File: src/hw/soundCartPkg.sv
package soundCartPkg;

    // slot bus as seen from the cartridge pins, all strobes active low
    typedef struct packed {
        logic [15:0] addr;
        logic [7:0]  dataIn;
        logic        rdN;
        logic        wrN;
        logic        merqN;
        logic        iorqN;
        logic        sltslN;
    } cpuBus_t;

    typedef struct packed {
        logic [7:0] dataOut;
        logic       busDirN;  // low while we drive the data bus
    } busResp_t;

    // decoder to tone source
    typedef struct packed {
        logic       csN;
        logic       regAddr;  // 0 index port, 1 data port
        logic       wrStrobe; // single-cycle pulse
        logic [7:0] data;
    } toneSel_t;

    typedef enum logic [1:0] {
        MELODY_PERIOD = 2'd0,
        MELODY_LEVEL  = 2'd1,
        RHYTHM_PERIOD = 2'd2,
        RHYTHM_LEVEL  = 2'd3
    } toneReg_e;

    typedef enum logic [1:0] {
        RD_NONE,
        RD_IOSW,
        RD_SRAM
    } readSrc_e;

    localparam logic [7:0]  IO_BASE       = 8'h7C;    // ports 7Ch/7Dh
    localparam logic [15:0] MIO_BASE      = 16'h7FF4; // mem-mapped 7FF4h/7FF5h
    localparam logic [15:0] IOSW_ADDR     = 16'h7FF6;
    localparam logic [15:0] SRAM_BASE     = 16'h4000;
    localparam logic [15:0] SRAM_KEY_ADDR = 16'h5FFE;
    localparam logic [7:0]  SRAM_KEY0     = 8'h4D;
    localparam logic [7:0]  SRAM_KEY1     = 8'h69;

    localparam int SAMPLE_WIDTH = 10;
    localparam int LPF_DEPTH    = 16;
    localparam int LPF_SHIFT    = 4;  // log2 of LPF_DEPTH
    localparam int LEVEL_SCALE  = 32; // amplitude per level step

endpackage

File: src/hw/cartBusDecoder.sv
`timescale 1ns/1ps

module cartBusDecoder (
    input  logic                   CLK,
    input  logic                   RESET_n,
    input  soundCartPkg::cpuBus_t  bus,
    output soundCartPkg::busResp_t resp,
    output soundCartPkg::toneSel_t toneSel
);

    logic memRdN;
    logic memWrN;
    logic ioWrN;
    logic prevMemWrN;
    logic prevIoWrN;
    logic memWrEdge;
    logic ioWrEdge;

    logic ioswCsN;
    logic keyCsN;
    logic sramCsN;
    logic sramEn;
    logic ioToneCsN;
    logic memToneCsN;

    logic [7:0] ioswReg;
    logic [7:0] sramKey [2];

    soundCartPkg::readSrc_e readSrc;

    // memory cycles need the slot select, I/O cycles don't
    assign memRdN = bus.rdN | bus.merqN | bus.sltslN;
    assign memWrN = bus.wrN | bus.merqN | bus.sltslN;
    assign ioWrN  = bus.wrN | bus.iorqN;

    always_ff @(posedge CLK or negedge RESET_n) begin
        if (!RESET_n) begin
            prevMemWrN <= 1'b1;
            prevIoWrN  <= 1'b1;
        end else begin
            prevMemWrN <= memWrN;
            prevIoWrN  <= ioWrN;
        end
    end

    assign memWrEdge = prevMemWrN & ~memWrN; // high only in first low cycle
    assign ioWrEdge  = prevIoWrN & ~ioWrN;

    // address decode
    assign ioswCsN = (bus.addr != soundCartPkg::IOSW_ADDR);
    assign keyCsN  = (bus.addr[15:1] != soundCartPkg::SRAM_KEY_ADDR[15:1]);
    assign sramEn  = (sramKey[0] == soundCartPkg::SRAM_KEY0) &&
                     (sramKey[1] == soundCartPkg::SRAM_KEY1);
    assign sramCsN = (bus.addr[15:13] != soundCartPkg::SRAM_BASE[15:13]) | ~sramEn;

    // switch register, bit 0 opens the I/O ports
    always_ff @(posedge CLK or negedge RESET_n) begin
        if (!RESET_n) begin
            ioswReg <= 8'h00;
        end else if (memWrEdge && !ioswCsN) begin
            ioswReg <= bus.dataIn;
        end
    end

    // two-byte signature, any mismatch closes the window again
    always_ff @(posedge CLK or negedge RESET_n) begin
        if (!RESET_n) begin
            sramKey[0] <= 8'h00;
            sramKey[1] <= 8'h00;
        end else if (memWrEdge && !keyCsN) begin
            sramKey[bus.addr[0]] <= bus.dataIn;
        end
    end

    // read source select
    always_comb begin
        if (memRdN) begin
            readSrc = soundCartPkg::RD_NONE;
        end else if (!ioswCsN) begin
            readSrc = soundCartPkg::RD_IOSW;
        end else if (!sramCsN) begin
            readSrc = soundCartPkg::RD_SRAM; // no array behind it, reads 0
        end else begin
            readSrc = soundCartPkg::RD_NONE;
        end
    end

    always_ff @(posedge CLK or negedge RESET_n) begin
        if (!RESET_n) begin
            resp.dataOut <= 8'h00;
            resp.busDirN <= 1'b1;
        end else begin
            case (readSrc)
                soundCartPkg::RD_IOSW: begin
                    resp.dataOut <= ioswReg;
                    resp.busDirN <= 1'b0;
                end
                soundCartPkg::RD_SRAM: begin
                    resp.dataOut <= 8'h00;
                    resp.busDirN <= 1'b0;
                end
                default: begin
                    resp.dataOut <= 8'h00;
                    resp.busDirN <= 1'b1; // bus left alone
                end
            endcase
        end
    end

    // tone source chip selects
    assign ioToneCsN  = (bus.addr[7:1] != soundCartPkg::IO_BASE[7:1]) | bus.iorqN | ~ioswReg[0];
    assign memToneCsN = (bus.addr[15:1] != soundCartPkg::MIO_BASE[15:1]) | bus.merqN
                        | bus.sltslN;

    assign toneSel.csN      = ioToneCsN & memToneCsN;
    assign toneSel.regAddr  = bus.addr[0];
    assign toneSel.wrStrobe = (memWrEdge & ~memToneCsN) | (ioWrEdge & ~ioToneCsN);
    assign toneSel.data     = bus.dataIn;

    // once the read strobe has been gone for a full cycle we must have released the bus
    assert property (@(posedge CLK) disable iff (!RESET_n)
        bus.rdN && $past(bus.rdN) |-> resp.busDirN);

endmodule

File: src/hw/toneSource.sv
`timescale 1ns/1ps

module toneSource (
    input  logic                                        CLK,
    input  logic                                        RESET_n,
    input  soundCartPkg::toneSel_t                      toneSel,
    input  logic                                        sampleEn,
    output logic signed [soundCartPkg::SAMPLE_WIDTH-1:0] melody,
    output logic signed [soundCartPkg::SAMPLE_WIDTH-1:0] rhythm
);

    soundCartPkg::toneReg_e regIdx;

    logic [7:0] toneRegs [4]; // indexed by toneReg_e
    logic       idxWr;
    logic       dataWr;

    logic signed [soundCartPkg::SAMPLE_WIDTH-1:0] chanSample [2];

    assign idxWr  = toneSel.wrStrobe & ~toneSel.csN & ~toneSel.regAddr;
    assign dataWr = toneSel.wrStrobe & ~toneSel.csN & toneSel.regAddr;

    // index port
    always_ff @(posedge CLK or negedge RESET_n) begin
        if (!RESET_n) begin
            regIdx <= soundCartPkg::MELODY_PERIOD;
        end else if (idxWr) begin
            regIdx <= soundCartPkg::toneReg_e'(toneSel.data[1:0]); // upper bits ignored
        end
    end

    // data port
    always_ff @(posedge CLK or negedge RESET_n) begin
        if (!RESET_n) begin
            for (int i = 0; i < 4; i++) begin
                toneRegs[i] <= 8'h00;
            end
        end else if (dataWr) begin
            toneRegs[regIdx] <= toneSel.data;
        end
    end

    // channel 0 melody, channel 1 rhythm
    for (genvar c = 0; c < 2; c++) begin : gChan
        logic [7:0] period;
        logic [7:0] level;
        logic [7:0] halfCnt;
        logic [7:0] halfCntNext;
        logic       phase;     // 1 = high half
        logic       phaseNext;
        logic       posSide;
        logic signed [soundCartPkg::SAMPLE_WIDTH-1:0] amp;

        assign period = (c == 0) ? toneRegs[soundCartPkg::MELODY_PERIOD]
                                 : toneRegs[soundCartPkg::RHYTHM_PERIOD];
        assign level  = (c == 0) ? toneRegs[soundCartPkg::MELODY_LEVEL]
                                 : toneRegs[soundCartPkg::RHYTHM_LEVEL];

        always_comb begin
            if (period == 8'd0) begin
                halfCntNext = 8'd0; // dc output
                phaseNext   = 1'b1;
            end else if (halfCnt >= period - 8'd1) begin
                halfCntNext = 8'd0;
                phaseNext   = ~phase;
            end else begin
                halfCntNext = halfCnt + 8'd1;
                phaseNext   = phase;
            end
        end

        assign amp     = soundCartPkg::SAMPLE_WIDTH'(level[3:0] * soundCartPkg::LEVEL_SCALE);
        assign posSide = phaseNext ^ level[7]; // bit 7 flips polarity

        always_ff @(posedge CLK or negedge RESET_n) begin
            if (!RESET_n) begin
                halfCnt        <= 8'd0;
                phase          <= 1'b1;
                chanSample[c]  <= '0;
            end else if (sampleEn) begin
                halfCnt        <= halfCntNext;
                phase          <= phaseNext;
                chanSample[c]  <= posSide ? amp : -amp;
            end
        end
    end

    assign melody = chanSample[0];
    assign rhythm = chanSample[1];

    // software selects only the four implemented registers
    assert property (@(posedge CLK) disable iff (!RESET_n)
        idxWr |-> (toneSel.data < 8'd4));

endmodule

File: src/hw/movingAvgLpf.sv
`timescale 1ns/1ps

module movingAvgLpf (
    input  logic                                        CLK,
    input  logic                                        RESET_n,
    input  logic                                        sampleEn,
    input  logic signed [soundCartPkg::SAMPLE_WIDTH-1:0] sampleIn,
    output logic signed [soundCartPkg::SAMPLE_WIDTH-1:0] sampleOut
);

    // window of LPF_DEPTH samples with LPF_SHIFT guard bits on the sum
    logic signed [soundCartPkg::SAMPLE_WIDTH-1:0] sampleBuf [soundCartPkg::LPF_DEPTH];

    logic signed [soundCartPkg::SAMPLE_WIDTH+soundCartPkg::LPF_SHIFT-1:0] sum;
    logic signed [soundCartPkg::SAMPLE_WIDTH+soundCartPkg::LPF_SHIFT-1:0] sumNext;
    logic signed [soundCartPkg::SAMPLE_WIDTH-1:0] evicted;

    logic [soundCartPkg::LPF_SHIFT-1:0] wrIdx;   // wraps on its own
    logic [soundCartPkg::LPF_SHIFT:0]   fillCnt;
    logic                               full;

    assign full = (fillCnt == soundCartPkg::LPF_DEPTH);

    // oldest entry is only meaningful once every slot has been written
    assign evicted = full ? sampleBuf[wrIdx] : '0;
    assign sumNext = sum + sampleIn - evicted;

    // buffer storage
    always_ff @(posedge CLK) begin
        if (sampleEn) begin
            sampleBuf[wrIdx] <= sampleIn;
        end
    end

    always_ff @(posedge CLK or negedge RESET_n) begin
        if (!RESET_n) begin
            wrIdx   <= '0;
            fillCnt <= '0;
            sum     <= '0;
        end else if (sampleEn) begin
            wrIdx <= wrIdx + 1'b1;
            sum   <= sumNext;
            if (!full) begin
                fillCnt <= fillCnt + 1'b1; // saturates at depth
            end
        end
    end

    // arithmetic shift keeps the sign of the average
    always_ff @(posedge CLK or negedge RESET_n) begin
        if (!RESET_n) begin
            sampleOut <= '0;
        end else begin
            sampleOut <= soundCartPkg::SAMPLE_WIDTH'(sum >>> soundCartPkg::LPF_SHIFT);
        end
    end

    // fill count never passes the window depth
    assert property (@(posedge CLK) disable iff (!RESET_n)
        fillCnt <= soundCartPkg::LPF_DEPTH);

endmodule

File: src/hw/audioMixer.sv
`timescale 1ns/1ps

module audioMixer (
    input  logic                                        CLK,
    input  logic                                        RESET_n,
    input  logic signed [soundCartPkg::SAMPLE_WIDTH-1:0] melodyIn,
    input  logic signed [soundCartPkg::SAMPLE_WIDTH-1:0] rhythmIn,
    output logic signed [soundCartPkg::SAMPLE_WIDTH-1:0] soundOut
);

    logic signed [soundCartPkg::SAMPLE_WIDTH:0]   mixSum; // one extra bit, cannot wrap
    logic signed [soundCartPkg::SAMPLE_WIDTH-1:0] mixSat;
    logic                                         ovf;

    assign mixSum = {melodyIn[soundCartPkg::SAMPLE_WIDTH-1], melodyIn}
                  + {rhythmIn[soundCartPkg::SAMPLE_WIDTH-1], rhythmIn};

    // top two bits differ -> out of range
    assign ovf = mixSum[soundCartPkg::SAMPLE_WIDTH] ^ mixSum[soundCartPkg::SAMPLE_WIDTH-1];

    always_comb begin
        if (ovf) begin
            // clamp toward the sign, -512 or +511
            mixSat = {mixSum[soundCartPkg::SAMPLE_WIDTH],
                      {(soundCartPkg::SAMPLE_WIDTH-1){~mixSum[soundCartPkg::SAMPLE_WIDTH]}}};
        end else begin
            mixSat = mixSum[soundCartPkg::SAMPLE_WIDTH-1:0];
        end
    end

    always_ff @(posedge CLK or negedge RESET_n) begin
        if (!RESET_n) begin
            soundOut <= '0;
        end else begin
            soundOut <= mixSat;
        end
    end

endmodule

File: src/hw/soundCartridge.sv
`timescale 1ns/1ps

module soundCartridge (
    input  logic                                         CLK,
    input  logic                                         RESET_n,
    input  logic                                         sampleEn, // one-cycle, from outside
    input  soundCartPkg::cpuBus_t                        bus,
    output soundCartPkg::busResp_t                       resp,
    output logic signed [soundCartPkg::SAMPLE_WIDTH-1:0] soundOut
);

    soundCartPkg::toneSel_t toneSel;

    logic signed [soundCartPkg::SAMPLE_WIDTH-1:0] melodyRaw;
    logic signed [soundCartPkg::SAMPLE_WIDTH-1:0] rhythmRaw;
    logic signed [soundCartPkg::SAMPLE_WIDTH-1:0] melodyLpf;
    logic signed [soundCartPkg::SAMPLE_WIDTH-1:0] rhythmLpf;

    // slot decode and mapped registers
    cartBusDecoder decoder0 (
        .CLK     (CLK),
        .RESET_n (RESET_n),
        .bus     (bus),
        .resp    (resp),
        .toneSel (toneSel)
    );

    // stand-in for the FM chip
    toneSource tone0 (
        .CLK      (CLK),
        .RESET_n  (RESET_n),
        .toneSel  (toneSel),
        .sampleEn (sampleEn),
        .melody   (melodyRaw),
        .rhythm   (rhythmRaw)
    );

    movingAvgLpf melodyLpf0 (
        .CLK       (CLK),
        .RESET_n   (RESET_n),
        .sampleEn  (sampleEn),
        .sampleIn  (melodyRaw),
        .sampleOut (melodyLpf)
    );

    movingAvgLpf rhythmLpf0 (
        .CLK       (CLK),
        .RESET_n   (RESET_n),
        .sampleEn  (sampleEn),
        .sampleIn  (rhythmRaw),
        .sampleOut (rhythmLpf)
    );

    // saturating sum, registered
    audioMixer mixer0 (
        .CLK      (CLK),
        .RESET_n  (RESET_n),
        .melodyIn (melodyLpf),
        .rhythmIn (rhythmLpf),
        .soundOut (soundOut)
    );

endmodule

File: config.mk
export PLATFORM = sky130hd
export DESIGN_NAME = soundCartridge
export DESIGN_NICKNAME = d
export VERILOG_FILES = /design/src/hw/soundCartPkg.sv /design/src/hw/cartBusDecoder.sv /design/src/hw/toneSource.sv /design/src/hw/movingAvgLpf.sv /design/src/hw/audioMixer.sv /design/src/hw/soundCartridge.sv
export SDC_FILE = /design/constraint.sdc
export NUM_CORES = 1
export LEC_CHECK = 0
export BUFFER_PORTS_ARGS = -buffer_cell sky130_fd_sc_hd__buf_2
export CAP_MARGIN = 25
export CORE_AREA = 3 3 230 232
export CTS_BUF_LIST = sky130_fd_sc_hd__clkbuf_8 sky130_fd_sc_hd__clkbuf_16
export CTS_CLUSTER_SIZE = 24
export DETAILED_ROUTE_END_ITERATION = 8
export DIE_AREA = 0 0 233 235
export PLACE_DENSITY = 0.5
export SLEW_MARGIN = 20
export SYNTH_ARGS = -nofsm -noshare
export SYNTH_HDL_FRONTEND = slang
export SYNTH_SLANG_ARGS = --single-unit
export TNS_END_PERCENT = 100
File: constraint.sdc
create_clock -name CLK -period 12.55 [get_ports CLK]
set_input_delay 1.8825 -clock CLK [delete_from_list [all_inputs] [get_ports CLK]]
set_output_delay 1.8825 -clock CLK [all_outputs]
set_load 0.005 [all_outputs]
Word level (Yosys, flattened, before mapping)
Memory sizes are Yosys's and may differ from the RTL's.
Index checks and enable logic that the tools add are counted.
Operators by class
  reduce and logical (&&, ||, !) cells: 11
  $lt $le $gt $ge: 6
  bitwise logic cells: 37
  equality and inequality tests: 11
  add/subtract/negate cells: 15
  muxes and demuxes: 25
Operator list (count)
  10-bit two-way mux: 5
  8-bit two-way mux: 6
  32-bit bitwise mux: 1
  15-bit by 14-bit inequality test with 1-bit output (second input constant): 2
  14-bit by 10-bit adder with 14-bit output: 2
  14-bit by 10-bit subtractor with 14-bit output: 2
  9-bit negation with 10-bit output: 2
  9-bit one-hot mux with 2 select lines: 1
  8-bit by 1-bit adder with 8-bit output (second input constant): 2
  16-bit bitwise mux: 1
  8-bit demux with 2-bit select: 1
  8-bit by 7-bit == test with 1-bit output (second input constant): 2
  8-bit greater-or-equal comparator: 2
  8-bit zero test: 2
  16-bit by 15-bit inequality test with 1-bit output (second input constant): 1
  8-bit by 1-bit subtractor with 8-bit output (second input constant): 2
  1-bit inverter: 13
  10-bit by 10-bit adder with 11-bit output: 1
  1-bit bitwise OR: 11
  5-bit by 1-bit adder with 5-bit output (second input constant): 2
  5-bit == test (second input constant): 2
  4-bit by 1-bit adder with 4-bit output (second input constant): 2
  1-bit bitwise AND: 8
  8-bit demux with 1-bit select: 1
  other kinds (16): 31
Word-level totals
  output and inout port bits: 19
  logic and storage cells: 134
  memories kept: 2
  input bits: 32
  flip-flop bits (word level): 183
  memory bits (writable): 320
Memory list
  melodyLpf0.sampleBuf: words 16, bits a word 10, rd ports 1, clocked after memory_dff 0, write ports 1, line movingAvgLpf.sv:12  | logic signed [soundCartPkg::SAMPLE_WIDTH-1:0] sampleBuf [soundCartPkg::LPF_DEPTH];
  rhythmLpf0.sampleBuf: words 16, bits a word 10, rd ports 1, clocked after memory_dff 0, write ports 1, line movingAvgLpf.sv:12

Depth between registers and ports, before layout
Gate-level depths: netlist of run 1.
  depth in word-level cells: 9
  depth in mapped cells: 17
  depth with buffers taken out: 15

Hierarchy
Synthesis of run 1 repeated with hierarchy kept, for this count alone.
Second synthesis, totals
  cell total of the unflattened synthesis: 1519
  area total of the unflattened synthesis: 23005.8 um^2
Modules (own cells, without submodules)
  movingAvgLpf (rhythmLpf0): cells each 497, seq. area each 5630.4 um^2, area an instance 8559.5 um^2, instances 1
  movingAvgLpf (melodyLpf0): cells each 487, seq. area each 5630.4 um^2, area an instance 8513.2 um^2, instances 1
  toneSource: cells each 322, seq. area each 1403.8 um^2, area an instance 3340.7 um^2, instances 1
  cartBusDecoder: cells each 111, seq. area each 879.6 um^2, area an instance 1561.5 um^2, instances 1
  audioMixer: cells each 102, seq. area each 250.2 um^2, area an instance 1031.0 um^2, instances 1

Least setup slack after synthesis of run 1
No wires, ideal clock.
  kind: reg2reg
  start: reg rhythmLpf0.wrIdx[0] in the netlist's numbering
  end: reg rhythmLpf0.sum[13] in the netlist's numbering
  arrival time: 4.248 ns
  stages on the path, launching flop included: 16
  period minus slack after synthesis: 4.371 ns
  data required time: 12.427 ns
  setup slack: 8.179 ns
  library setup time: 0.123 ns
  path buffers: 2
  path through: dfrtp_1 > buf_2 > buf_2 > mux4_2 > mux4_2 > nor2b_1 > fa_1 > inv_1 > ha_1 > and2_1 > a22o_1 > a311o_1 > a21o_1 > a2111oi_0 > o21ai_1 > xnor2_1
Between the ends
  word-level cells in the longest chain between the ends: 3
Ends and longest elaborated chain
  start, declared: line movingAvgLpf.sv:18  | logic [soundCartPkg::LPF_SHIFT-1:0] wrIdx;
  start signal, assigned: line movingAvgLpf.sv:41  | wrIdx <= wrIdx + 1'b1;
  memory read 16 x 10 bit
  10-bit two-way mux: line movingAvgLpf.sv:25  | assign evicted = full ? sampleBuf[wrIdx] : '0;
  14-bit by 10-bit subtractor with 14-bit output: line movingAvgLpf.sv:26  | assign sumNext = sum + sampleIn - evicted;
  end signal, assigned: line movingAvgLpf.sv:42  | sum <= sumNext;
  end, declared: line movingAvgLpf.sv:14  | logic signed [soundCartPkg::SAMPLE_WIDTH+soundCartPkg::LPF_SHIFT-1:0] sum;
Every way passes these cells.
A chain may end at the register's enable or synchronous reset.

Final worst setup path of run 1
Ends and elaborated chain as after synthesis.

==> metrics.csv, run 1 <==
metric;value;unit
f_max;0.216;GHz
Leak;7.33;nW
Most used DFF post-synth;edfxtp_1;
fraction of the yosys area taken by sequential cells;0.579;
synthesized area;15300;sq um
DR iter-0 viols;588;
RD Place Congestion;0.758;
Final Setup Violations;0;
fraction of layout cells with a size suffix above 1;0.182;
Synth Area in Compound Gates;0.0668;
Post-Synth XOR/XNOR Area;0.0321;
GRT Total Usage;0.115;
Hold Crit Class;flop to flop;
top-count cell post-synth;edfxtp_1;
clk sink count;321;
Synth cell types;73;
first-pass GRT wire length;50600;microns
Synth area leader;edfxtp_1;
syn avg cell area;13.5;sq um
Area contributors post-synth;edfxtp_1, dfrtp_1, mux4_2;
Post-synth EDFFs;160;
final WL;30700;microns
Worst Path Required;12.96;ns
initial antenna violation count;0;
CTS Buffer Depth;3;
CP Class;flop to flop;
Syn Inst Count;1132;
worst IR drop on VDD;102;uV
Die Wd;233;microns
critical path arrival;5.05;ns
Max Transition Viols Final;0;
vias in the first global route;9171;
Syn Nets;1252;
Max Cap Viol;0;
Nets;1319;
via count;8817;
largest net degree at the start of global routing;97;
setup tns final;0;ns
# hold bufs at CTS;0;
main combinational cell family by area after synthesis;multiplexers;
total power;3.91;mW
CTS tree;built;
Synth Area in Simple Gates;0.0926;
grt ovf;0;
CTS Buf Count;37;
num ports;51;
Final WS setup;7.92;ns
Yosys Warn Count;0;
Die Ht;235;microns
CTS clk-pin slew, worst paths;0.06;ns
RSZ-0062 raised after global routing;no;
Post CTS Setup Buffer Count;0;
Initial Utilization;0.298;
mux cell area share after synthesis;0.117;
pre-CTS setup slack;7.81;ns
PortBufs;50;
Post-synth ARST share;0.502;
period utilization;0.369;
DIE AREA;54800;sq um
status;finished clean;
final hold violations;0;
total placed cells including tap cells;1837;
clk_lat worst skew;0.54;ns
Crit path top cell by count;inv_1;
root buf cell;clkbuf_16;
Worst setup EP type;flop;
Cell Count, Final, Fillers Out;1908;
Slowest-stage cell, CP;mux4_2;
n_diodes;0;
Worst Hold Slack;0.361;ns
top cell type's share of synthesized area;0.315;
synthesis-to-layout area growth;16.0;%
core area;51200;sq um
Initial DRT Pass Iterations;5;
Fin Clk Skew;0.0193;ns
Yosys reg bits;321;
slowest cell delay on critical path;0.55;ns
area share of fa/ha/maj cells after synthesis;0.0811;
mean routed wirelength per cell;16.1;microns
PostCTS Resize Cnt;0;
dpl hpwl;21000;microns
Cell Chain, Critical Path;buf_4 -> mux4_2 -> nor2b_1 -> a211oi_1 -> a211o_1 -> inv_1 -> fa_1 -> inv_1 -> ha_1 -> and2_1 -> a22o_1 -> a311o_1 -> a21o_1 -> a2111oi_0 -> o21ai_1 -> xnor2_1;
minimum clock period after layout;4.63;ns
Commonest cells post-synth;edfxtp_1, dfrtp_1, inv_1;
Least-Margin Pin Slew;1.05;ns
H-tree depth;2;
DRC;0;
Critical Path Fanout Max;25;
Vias per Instance;4.62;
PD cells;221;nW/um^2
crit start category;flop;
floorplan row count;83;
relative slew slack;0.296;
Routed Antenna Nets;0;
## cell usage in the layout (no fill, tap or decap), drive strengths merged, types with 16 or more instances in the layout
master	synthesis	final
dfrtp	156	156
a21oi	43	43
nor3	18	18
mux4	48	48
mux2	53	53
nor2	61	61
nand2b	16	16
ha	71	71
buf	9	60
nand3	21	21
inv	95	101
xnor2	35	35
nand4	16	16
clkbuf	23	40
fa	17	17
edfxtp	160	160
nand2	72	72
o21ai	53	53
xor2	21	21
## power by group
group / leakage, nW / internal, mW / switching [mW]
Clock: 0.684 / 0.756 / 0.437
Combinational: 3.10 / 0.622 / 0.686
Sequential: 3.55 / 1.28 / 0.129
## registers in the layout, summed over array words and instances (netlist names), 8 cells and up
register              cells
melodyLpf0.sampleBuf     80
rhythmLpf0.sampleBuf     80
decoder0.sramKey         16
tone0.gChan.halfCnt      16
tone0.gChan.period       16
melodyLpf0.sum           11
rhythmLpf0.sum           11
melodyLpf0.sampleOut     10
mixer0.soundOut          10
rhythmLpf0.sampleOut     10
tone0.gChan.level        10
decoder0.resp             9
decoder0.ioswReg          8
## worst paths after layout
check | cells past startpoint | slack (ns) | end | startpoint
worst max-delay path | 16 | 7.92 | rhythmLpf0.sum[13] | rhythmLpf0.wrIdx[0]
worst min-delay path | 0 | 0.36 | rhythmLpf0.sampleOut[6] | rhythmLpf0.sum[10]
worst max register to register | 16 | 7.92 | rhythmLpf0.sum[13] | rhythmLpf0.wrIdx[0]
worst min register to register | 0 | 0.36 | rhythmLpf0.sampleOut[6] | rhythmLpf0.sum[10]
max in group asynchronous | 2 | 9.69 | tone0.rhythm[9] | RESET_n
min in group asynchronous | 1 | 1.47 | decoder0.sramKey[2] | RESET_n
## per-stage QoR
stage	utilization	cell area [sq um]
finish	0.346	17700
floorplan	-	15300
detailed placement	0.319	16300
global placement	0.318	16300
global route	0.346	17700
CTS	0.345	17700
## cell families after synthesis
group	count (synthesis)
DFF	321
muxes	112
adders and majority gates	89
xor gates and xnor gates	56
AOI/OAI and AO/OA	159
and+or+nand+nor	268
buffers and inverters	127
## per-layer routing
layer,track usage,up-vias,share of wire
met2,0.186,149,0.47
met1,0.156,4367,0.46
li1,-,4254,-
met5,0,-,0
met3,0.0252,47,0.041
met4,0.0328,0,0.022
## critical path: cells and delay by family, from the launching register on
kind	cells	cell delay [ns]
AO/OA/AOI/OAI	7	1.75
XOR/XNOR	1	0.15
adder cells (fa/ha/maj)	2	0.83
buffers and inverters	3	0.56
flip-flops	1	0.32
multiplexers	1	0.55
AND/OR/NAND/NOR	2	0.31
## layout make-up
cell class / instances / area, sq um
clock buffers: 40 / 990
well taps: 680 / 851
inverters: 95 / 357
multi-input cells: 684 / 5960
flip-flops and latches: 321 / 8840
clock inverters: 28 / 367
fillers: 4966 / 33500
repair buffers: 60 / 357
Power figures use the tool's default switching activity.
==> run 2: changes to the inputs <==
ABC_AREA = 1   (was not set)
CORE_AREA = 3 3 232 234   (was 3 3 230 232)
DIE_AREA = 0 0 235 237   (was 0 0 233 235)
PLACE_DENSITY = 0.52   (was 0.5)
clock period = 4 ns   (was 12.55 ns; I/O delays follow)
==> run 2 against run 1 <==
Combinational power grew to 3.2 times the previous value. Largest cell class unchanged. Final cell count is 21% higher. Non-clock buffer count is 9 higher. Worst setup slack lost 7.5 ns.
==> metrics.csv, run 2 <==
metric;value;unit
status;finished clean;
crit-path leading delay family;compound AO/OA/AOI/OAI gates;
via count;10500;
Area contributors post-synth;edfxtp_1, dfrtp_1, nand2_1;
Leak;7.59;nW
DR iter-0 viols;504;
synthesis-to-layout area growth;15.1;%
Hold Crit Class;primary input to asynchronous set/reset pin;
f_max;0.279;GHz
WP depth;15;
top flop regs;melodyLpf0.sampleBuf x80, rhythmLpf0.sampleBuf x80;
mean routed wirelength per cell;14.5;microns
vias in the first global route;10700;
Yosys Warn Count;0;
largest net degree at the start of global routing;85;
RSZ-0062 raised after global routing;no;
initial antenna violation count;0;
crit start category;flop;
Post-synth EDFFs;160;
Final Setup Violations;0;
syn avg cell area;10.2;sq um
Nets;1710;
CTS clk-pin slew, worst paths;0.06;ns
Worst Hold Slack;0.120;ns
Die Wd;235;microns
first-pass GRT wire length;56100;microns
grt ovf;0;
top-count cell post-synth;nand2_1;
R2R depth;15;
PortBufs;50;
pre-CTS setup slack;0.424;ns
Die Ht;237;microns
PD cells;670;nW/um^2
Initial Utilization;0.297;
Synth cell types;51;
# fillers;5237;
CP startpoint;melodyLpf0.wrIdx[0];
Worst setup EP type;flop;
slowest cell delay on critical path;0.51;ns
Final WS setup;0.417;ns
minimum clock period after layout;3.58;ns
Syn Nets;1647;
Max Transition Viols Final;0;
Setup crit end;melodyLpf0.sum[13];
Yosys reg bits;321;
critical path arrival;4.02;ns
Slowest-stage cell, CP;fa_1;
DRC;0;
Reg2Reg Launch Point;melodyLpf0.wrIdx[0];
Crit path top cell by count;inv_1;
Initial DRT Pass Iterations;5;
Most used DFF post-synth;edfxtp_1;
Critical Path Fanout Max;44;
final WL;33500;microns
root buf cell;clkbuf_16;
CTS Buf Count;38;
dpl hpwl;22700;microns
CTS Buffer Depth;3;
core area;52200;sq um
final hold violations;0;
RD Place Congestion;0.829;
Routed Antenna Nets;0;
Fin Clk Skew;0.0194;ns
worst IR drop on VDD;296;uV
Cell Chain, Critical Path;buf_4 -> o21ai_0 -> o22ai_1 -> a22o_1 -> o21ai_1 -> inv_1 -> fa_1 -> inv_1 -> ha_1 -> inv_1 -> nor3_1 -> nand3_1 -> a31o_2 -> nand3_1 -> nand2_1;
CTS tree;built;
Least-Margin Pin Slew;0.820;ns
flop-to-flop setup slack;0.42;ns
CP bufs+invs;4;
Max Cap Viol;0;
H-tree depth;2;
Synth area leader;edfxtp_1;
Vias per Instance;4.57;
CP Class;flop to flop;
Worst Path Required;4.44;ns
relative slew slack;0.453;
most frequent cells in the layout;nand2_1, inv_1, nor2_1;
GRT Total Usage;0.122;
period utilization;0.896;
synthesized area;15500;sq um
Post CTS Setup Buffer Count;0;
fraction of layout cells with a size suffix above 1;0.106;
top cell type's share of synthesized area;0.310;
commonest non-fill, non-tap cell in the layout;nand2_1;
Commonest cells post-synth;nand2_1, inv_1, nor2_1;
Syn Inst Count;1527;
n_diodes;0;
utilization after layout;0.342;
num ports;51;
total power;12.0;mW
setup tns final;0;ns
DIE AREA;55700;sq um
clk sink count;321;
floorplan row count;84;
clk_lat worst skew;0.55;ns
Post-synth ARST share;0.502;
fraction of the yosys area taken by sequential cells;0.570;
R2R Path End;melodyLpf0.sum[13];
-- run 2: cell count changes in the layout (fill, tap and decap cells not counted), sizes merged, moves of 15 or more --
cell    change
mux2       -53
o22ai      +48
nand3      +45
mux4       -48
nand2b     -15
o21ai     +122
xor2       +19
nor2      +114
a21oi      -15
inv        +85
nand2     +172
-- run 2: worst reg2reg max path: stages, from the launching register on --
cell and delay, ns:
dfrtp_1 0.39, buf_4 0.28, o21ai_0 0.26, o22ai_1 0.11
a22o_1 0.21, o21ai_1 0.25, inv_1 0.21, fa_1 0.51
inv_1 0.04, ha_1 0.34, inv_1 0.09, nor3_1 0.24
nand3_1 0.16, a31o_2 0.27, nand3_1 0.06, nand2_1 0.06
-- run 2: layout make-up --
cell class,instances,area [sq um],share of cell area
clock inverter,25,196,0.0110
tap,688,861,0.0482
sequential,321,8840,0.495
multi-input combinational,978,5770,0.323
timing repair buffer,69,412,0.0231
inverter,182,687,0.0385
clock buffer,45,1080,0.0606
-- run 2: repair_timing --
item / 4_1_cts / 5_1_grt
gates resized for setup: 0 / 1
setup endpoints to repair: 0 / 1
endpoints found under the hold margin: 0 / 0
hold buffers: 0 / 0
-- run 2: worst min path at each step --
stage,startpoint,endpoint,slack (ns),depth (start not counted)
after floorplan,RESET_n,decoder0.ioswReg[0],0.30,0
after global placement,melodyLpf0.sum[12],melodyLpf0.sampleOut[8],0.36,0
after detailed placement,rhythmLpf0.sum[12],rhythmLpf0.sampleOut[8],0.37,0
after CTS,RESET_n,tone0.gChan[1].halfCnt[6],0.15,1
after global routing,RESET_n,decoder0.resp[2],0.19,1
final,RESET_n,decoder0.ioswReg[6],0.12,1
-- run 2: per-stage QoR --
step | instances | instance area, sq um
2_1_floorplan | 1527 | 15500
3_3_place_gp | 2238 | 16600
3_5_place_dp | 2238 | 16600
4_1_cts | 2308 | 17800
5_1_grt | 2308 | 17900
6_report | 2308 | 17900
-- run 2: cell families after synthesis --
logic type,Yosys count,share of synthesized area
AOI/OAI and AO/OA,285,0.105
xor gates and xnor gates,64,0.0366
adders and majority gates,88,0.0793
buffers and inverters,228,0.0574
DFF,321,0.570
and+or+nand+nor,541,0.151
-- run 2: power breakdown --
part / switching (mW) / internal (mW)
Clock: 1.37 / 2.11
Sequential: 0.271 / 3.97
Combinational: 2.70 / 1.54
-- run 2: metal layers --
layer / up-vias / global-route usage / wire (microns)
li1: 5293 / - / -
met1: 4999 / 0.167 / 16100
met2: 196 / 0.193 / 15100
met3: 57 / 0.0219 / 1390
met4: 0 / 0.0443 / 903
met5: - / 0 / 0
==> run 3: changes to the inputs <==
CORE_AREA = 2 2 231 233   (was 3 3 232 234)
DIE_AREA = 0 0 233 235   (was 0 0 235 237)
PLACE_DENSITY = 0.5   (was 0.52)
clock period = 4.2 ns   (was 4 ns; I/O delays follow)
==> run 3 against run 2 <==
Register-to-register slack gained 0.17 ns. Largest power group unchanged. Critical path depth grew 1. Worst hold slack lost 0.025 ns. Clock-buffer cell count shrank 6. Utilization shrank 0.23 points. Routed wire length grew 1.6%. Sequential power shrank 5%. Flip-flop and latch count is the same. Via count grew 1.7%. Clock power shrank 12%.
==> metrics.csv, run 3 (synthesis gave the netlist of run 2 again) <==
metric;value;unit
status;finished clean;
critical path arrival;4.01;ns
commonest non-fill, non-tap cell in the layout;nand2_1;
root buf cell;clkbuf_16;
Switching Power;4.18;mW
DIE AREA;54800;sq um
utilization after layout;0.339;
most frequent cells in the layout;nand2_1, inv_1, nor2_1;
Post CTS Setup Buffer Count;0;
Fin Clk Skew;0.0206;ns
RSZ-0062 raised after global routing;no;
f_max;0.277;GHz
Leak;7.54;nW
CTS Buffer Depth;3;
first-pass GRT wire length;56500;microns
Max Transition Viols Final;0;
CTS Buf Count;38;
floorplan row count;84;
Die Ht;235;microns
placed cell area;16600;sq um
num ports;51;
H-tree depth;2;
Vias per Instance;4.65;
# fillers;5260;
Final Setup Violations;0;
setup tns final;0;ns
Least-Margin Pin Slew;0.716;ns
# hold bufs at CTS;0;
largest net degree at the start of global routing;90;
synthesis-to-layout area growth;14.4;%
top flop regs;melodyLpf0.sampleBuf x80, rhythmLpf0.sampleBuf x80;
CTS tree;built;
Worst setup EP type;flop;
flop-to-flop setup slack;0.58;ns
Switching Fraction;0.374;
CTS clk-pin slew, worst paths;0.06;ns
period utilization;0.861;
Hold Crit Class;primary input to asynchronous set/reset pin;
register area;8840;sq um
via count;10700;
minimum clock period after layout;3.62;ns
Cell Count, Final, Fillers Out;2306;
initial antenna violation count;0;
final WL;34000;microns
CP Class;flop to flop;
Cell Chain, Critical Path;inv_2 -> o21ai_0 -> o22ai_1 -> a22o_1 -> o21ai_1 -> inv_1 -> fa_1 -> inv_1 -> ha_1 -> inv_1 -> nor3_1 -> nand3_1 -> nand3_1 -> nand2_1 -> nand3_1 -> o21ai_0;
Routed Antenna Nets;0;
slowest cell delay on critical path;0.51;ns
n_diodes;0;
grt ovf;0;
mean routed wirelength per cell;14.7;microns
Sequential Power Share;0.362;
final hold violations;0;
Slowest-stage cell, CP;fa_1;
Max Cap Viol;0;
Critical Path Fanout Max;42;
total placed cells including tap cells;2237;
Nets;1709;
Initial Utilization;0.297;
PD cells;629;nW/um^2
Worst Path Required;4.60;ns
GRT Total Usage;0.128;
Final Cell Area;17700;sq um
fraction of layout cells with a size suffix above 1;0.104;
relative slew slack;0.523;
clk sink count;321;
Die Wd;233;microns
RD Place Congestion;0.836;
area of the multi-input gates;5770;sq um
DRC;0;
dpl hpwl;22900;microns
vias in the first global route;10600;
PostCTS Resize Cnt;0;
worst IR drop on VDD;297;uV
core area;52200;sq um
P_int;6.98;mW
crit start category;flop;
clk_lat worst skew;0.55;ns
combinational power share;0.362;
DR iter-0 viols;703;
PortBufs;50;
Initial DRT Pass Iterations;5;
Clock Power Share;0.275;
==> run 3: cell count changes in the layout (fill, tap and decap cells not counted) <==
cell,before,now
bufinv_16,3,1
buf_4,18,17
clkinvlp_4,5,2
clkbuf_8,4,1
inv_6,0,3
clkinv_1,6,7
inv_1,183,184
clkinv_4,0,4
clkinv_8,0,1
clkbuf_16,41,38
==> run 3: power groups by stage <==
stage                     logic, mW  clock network (mW)  registers, mW
final                          4.04                3.07           4.04
after global routing           4.67                3.33           4.10
after CTS                      4.07                3.19           4.05
after detailed placement       4.05                   0           4.11
after global placement         4.03                   0           4.11
after floorplan                3.14                   0           4.02
==> run 3: worst paths after layout <==
kind / end / start / depth (start not counted)
max in group asynchronous: rhythmLpf0.sum[5] / RESET_n / 2
min in group CLK: decoder0.prevMemWrN / bus[0] / 3
worst max-delay path: melodyLpf0.sum[12] / melodyLpf0.wrIdx[0] / 16
worst min register to register: rhythmLpf0.sampleOut[8] / rhythmLpf0.sum[12] / 0
worst min-delay path: decoder0.ioswReg[1] / RESET_n / 1
worst max register to register: melodyLpf0.sum[12] / melodyLpf0.wrIdx[0] / 16
==> run 3: per-layer routing <==
metal / wire length, microns / part of all wire / vias to the layer above / track usage
met5: 0 / 0 / - / 0
met4: 610 / 0.018 / 0 / 0.0328
met3: 1790 / 0.053 / 39 / 0.0272
met2: 15500 / 0.46 / 256 / 0.203
met1: 16100 / 0.47 / 5130 / 0.176
li1: - / - / 5296 / -
==> run 3: area by class of cell <==
type                    count  share of cell area
repair buffers             68              0.0228
well taps                 688              0.0486
flip-flops and latches    321               0.499
multi-input cells         978               0.326
clock buffers              39              0.0544
clock inverters            30              0.0114
inverters                 182              0.0385
==> run 3: critical path, delay by kind of cell, from the launching register on <==
kind	cells	cell delay, ns
AO/OA/AOI/OAI	5	0.94
adder cells (fa/ha/maj)	2	0.85
buffers and inverters	4	0.61
flip-flops	1	0.38
AND/OR/NAND/NOR	5	0.66
==> run 3: through the flow <==
stage                     hold slack [ns]  power (mW)  worst slack (ns)
final                              0.0945        11.2             0.584
after floorplan                     0.334        7.16              1.18
after global placement              0.367        8.14             0.607
after global routing                0.159        12.1             0.200
after CTS                           0.117        11.3             0.566
after detailed placement            0.363        8.16             0.600
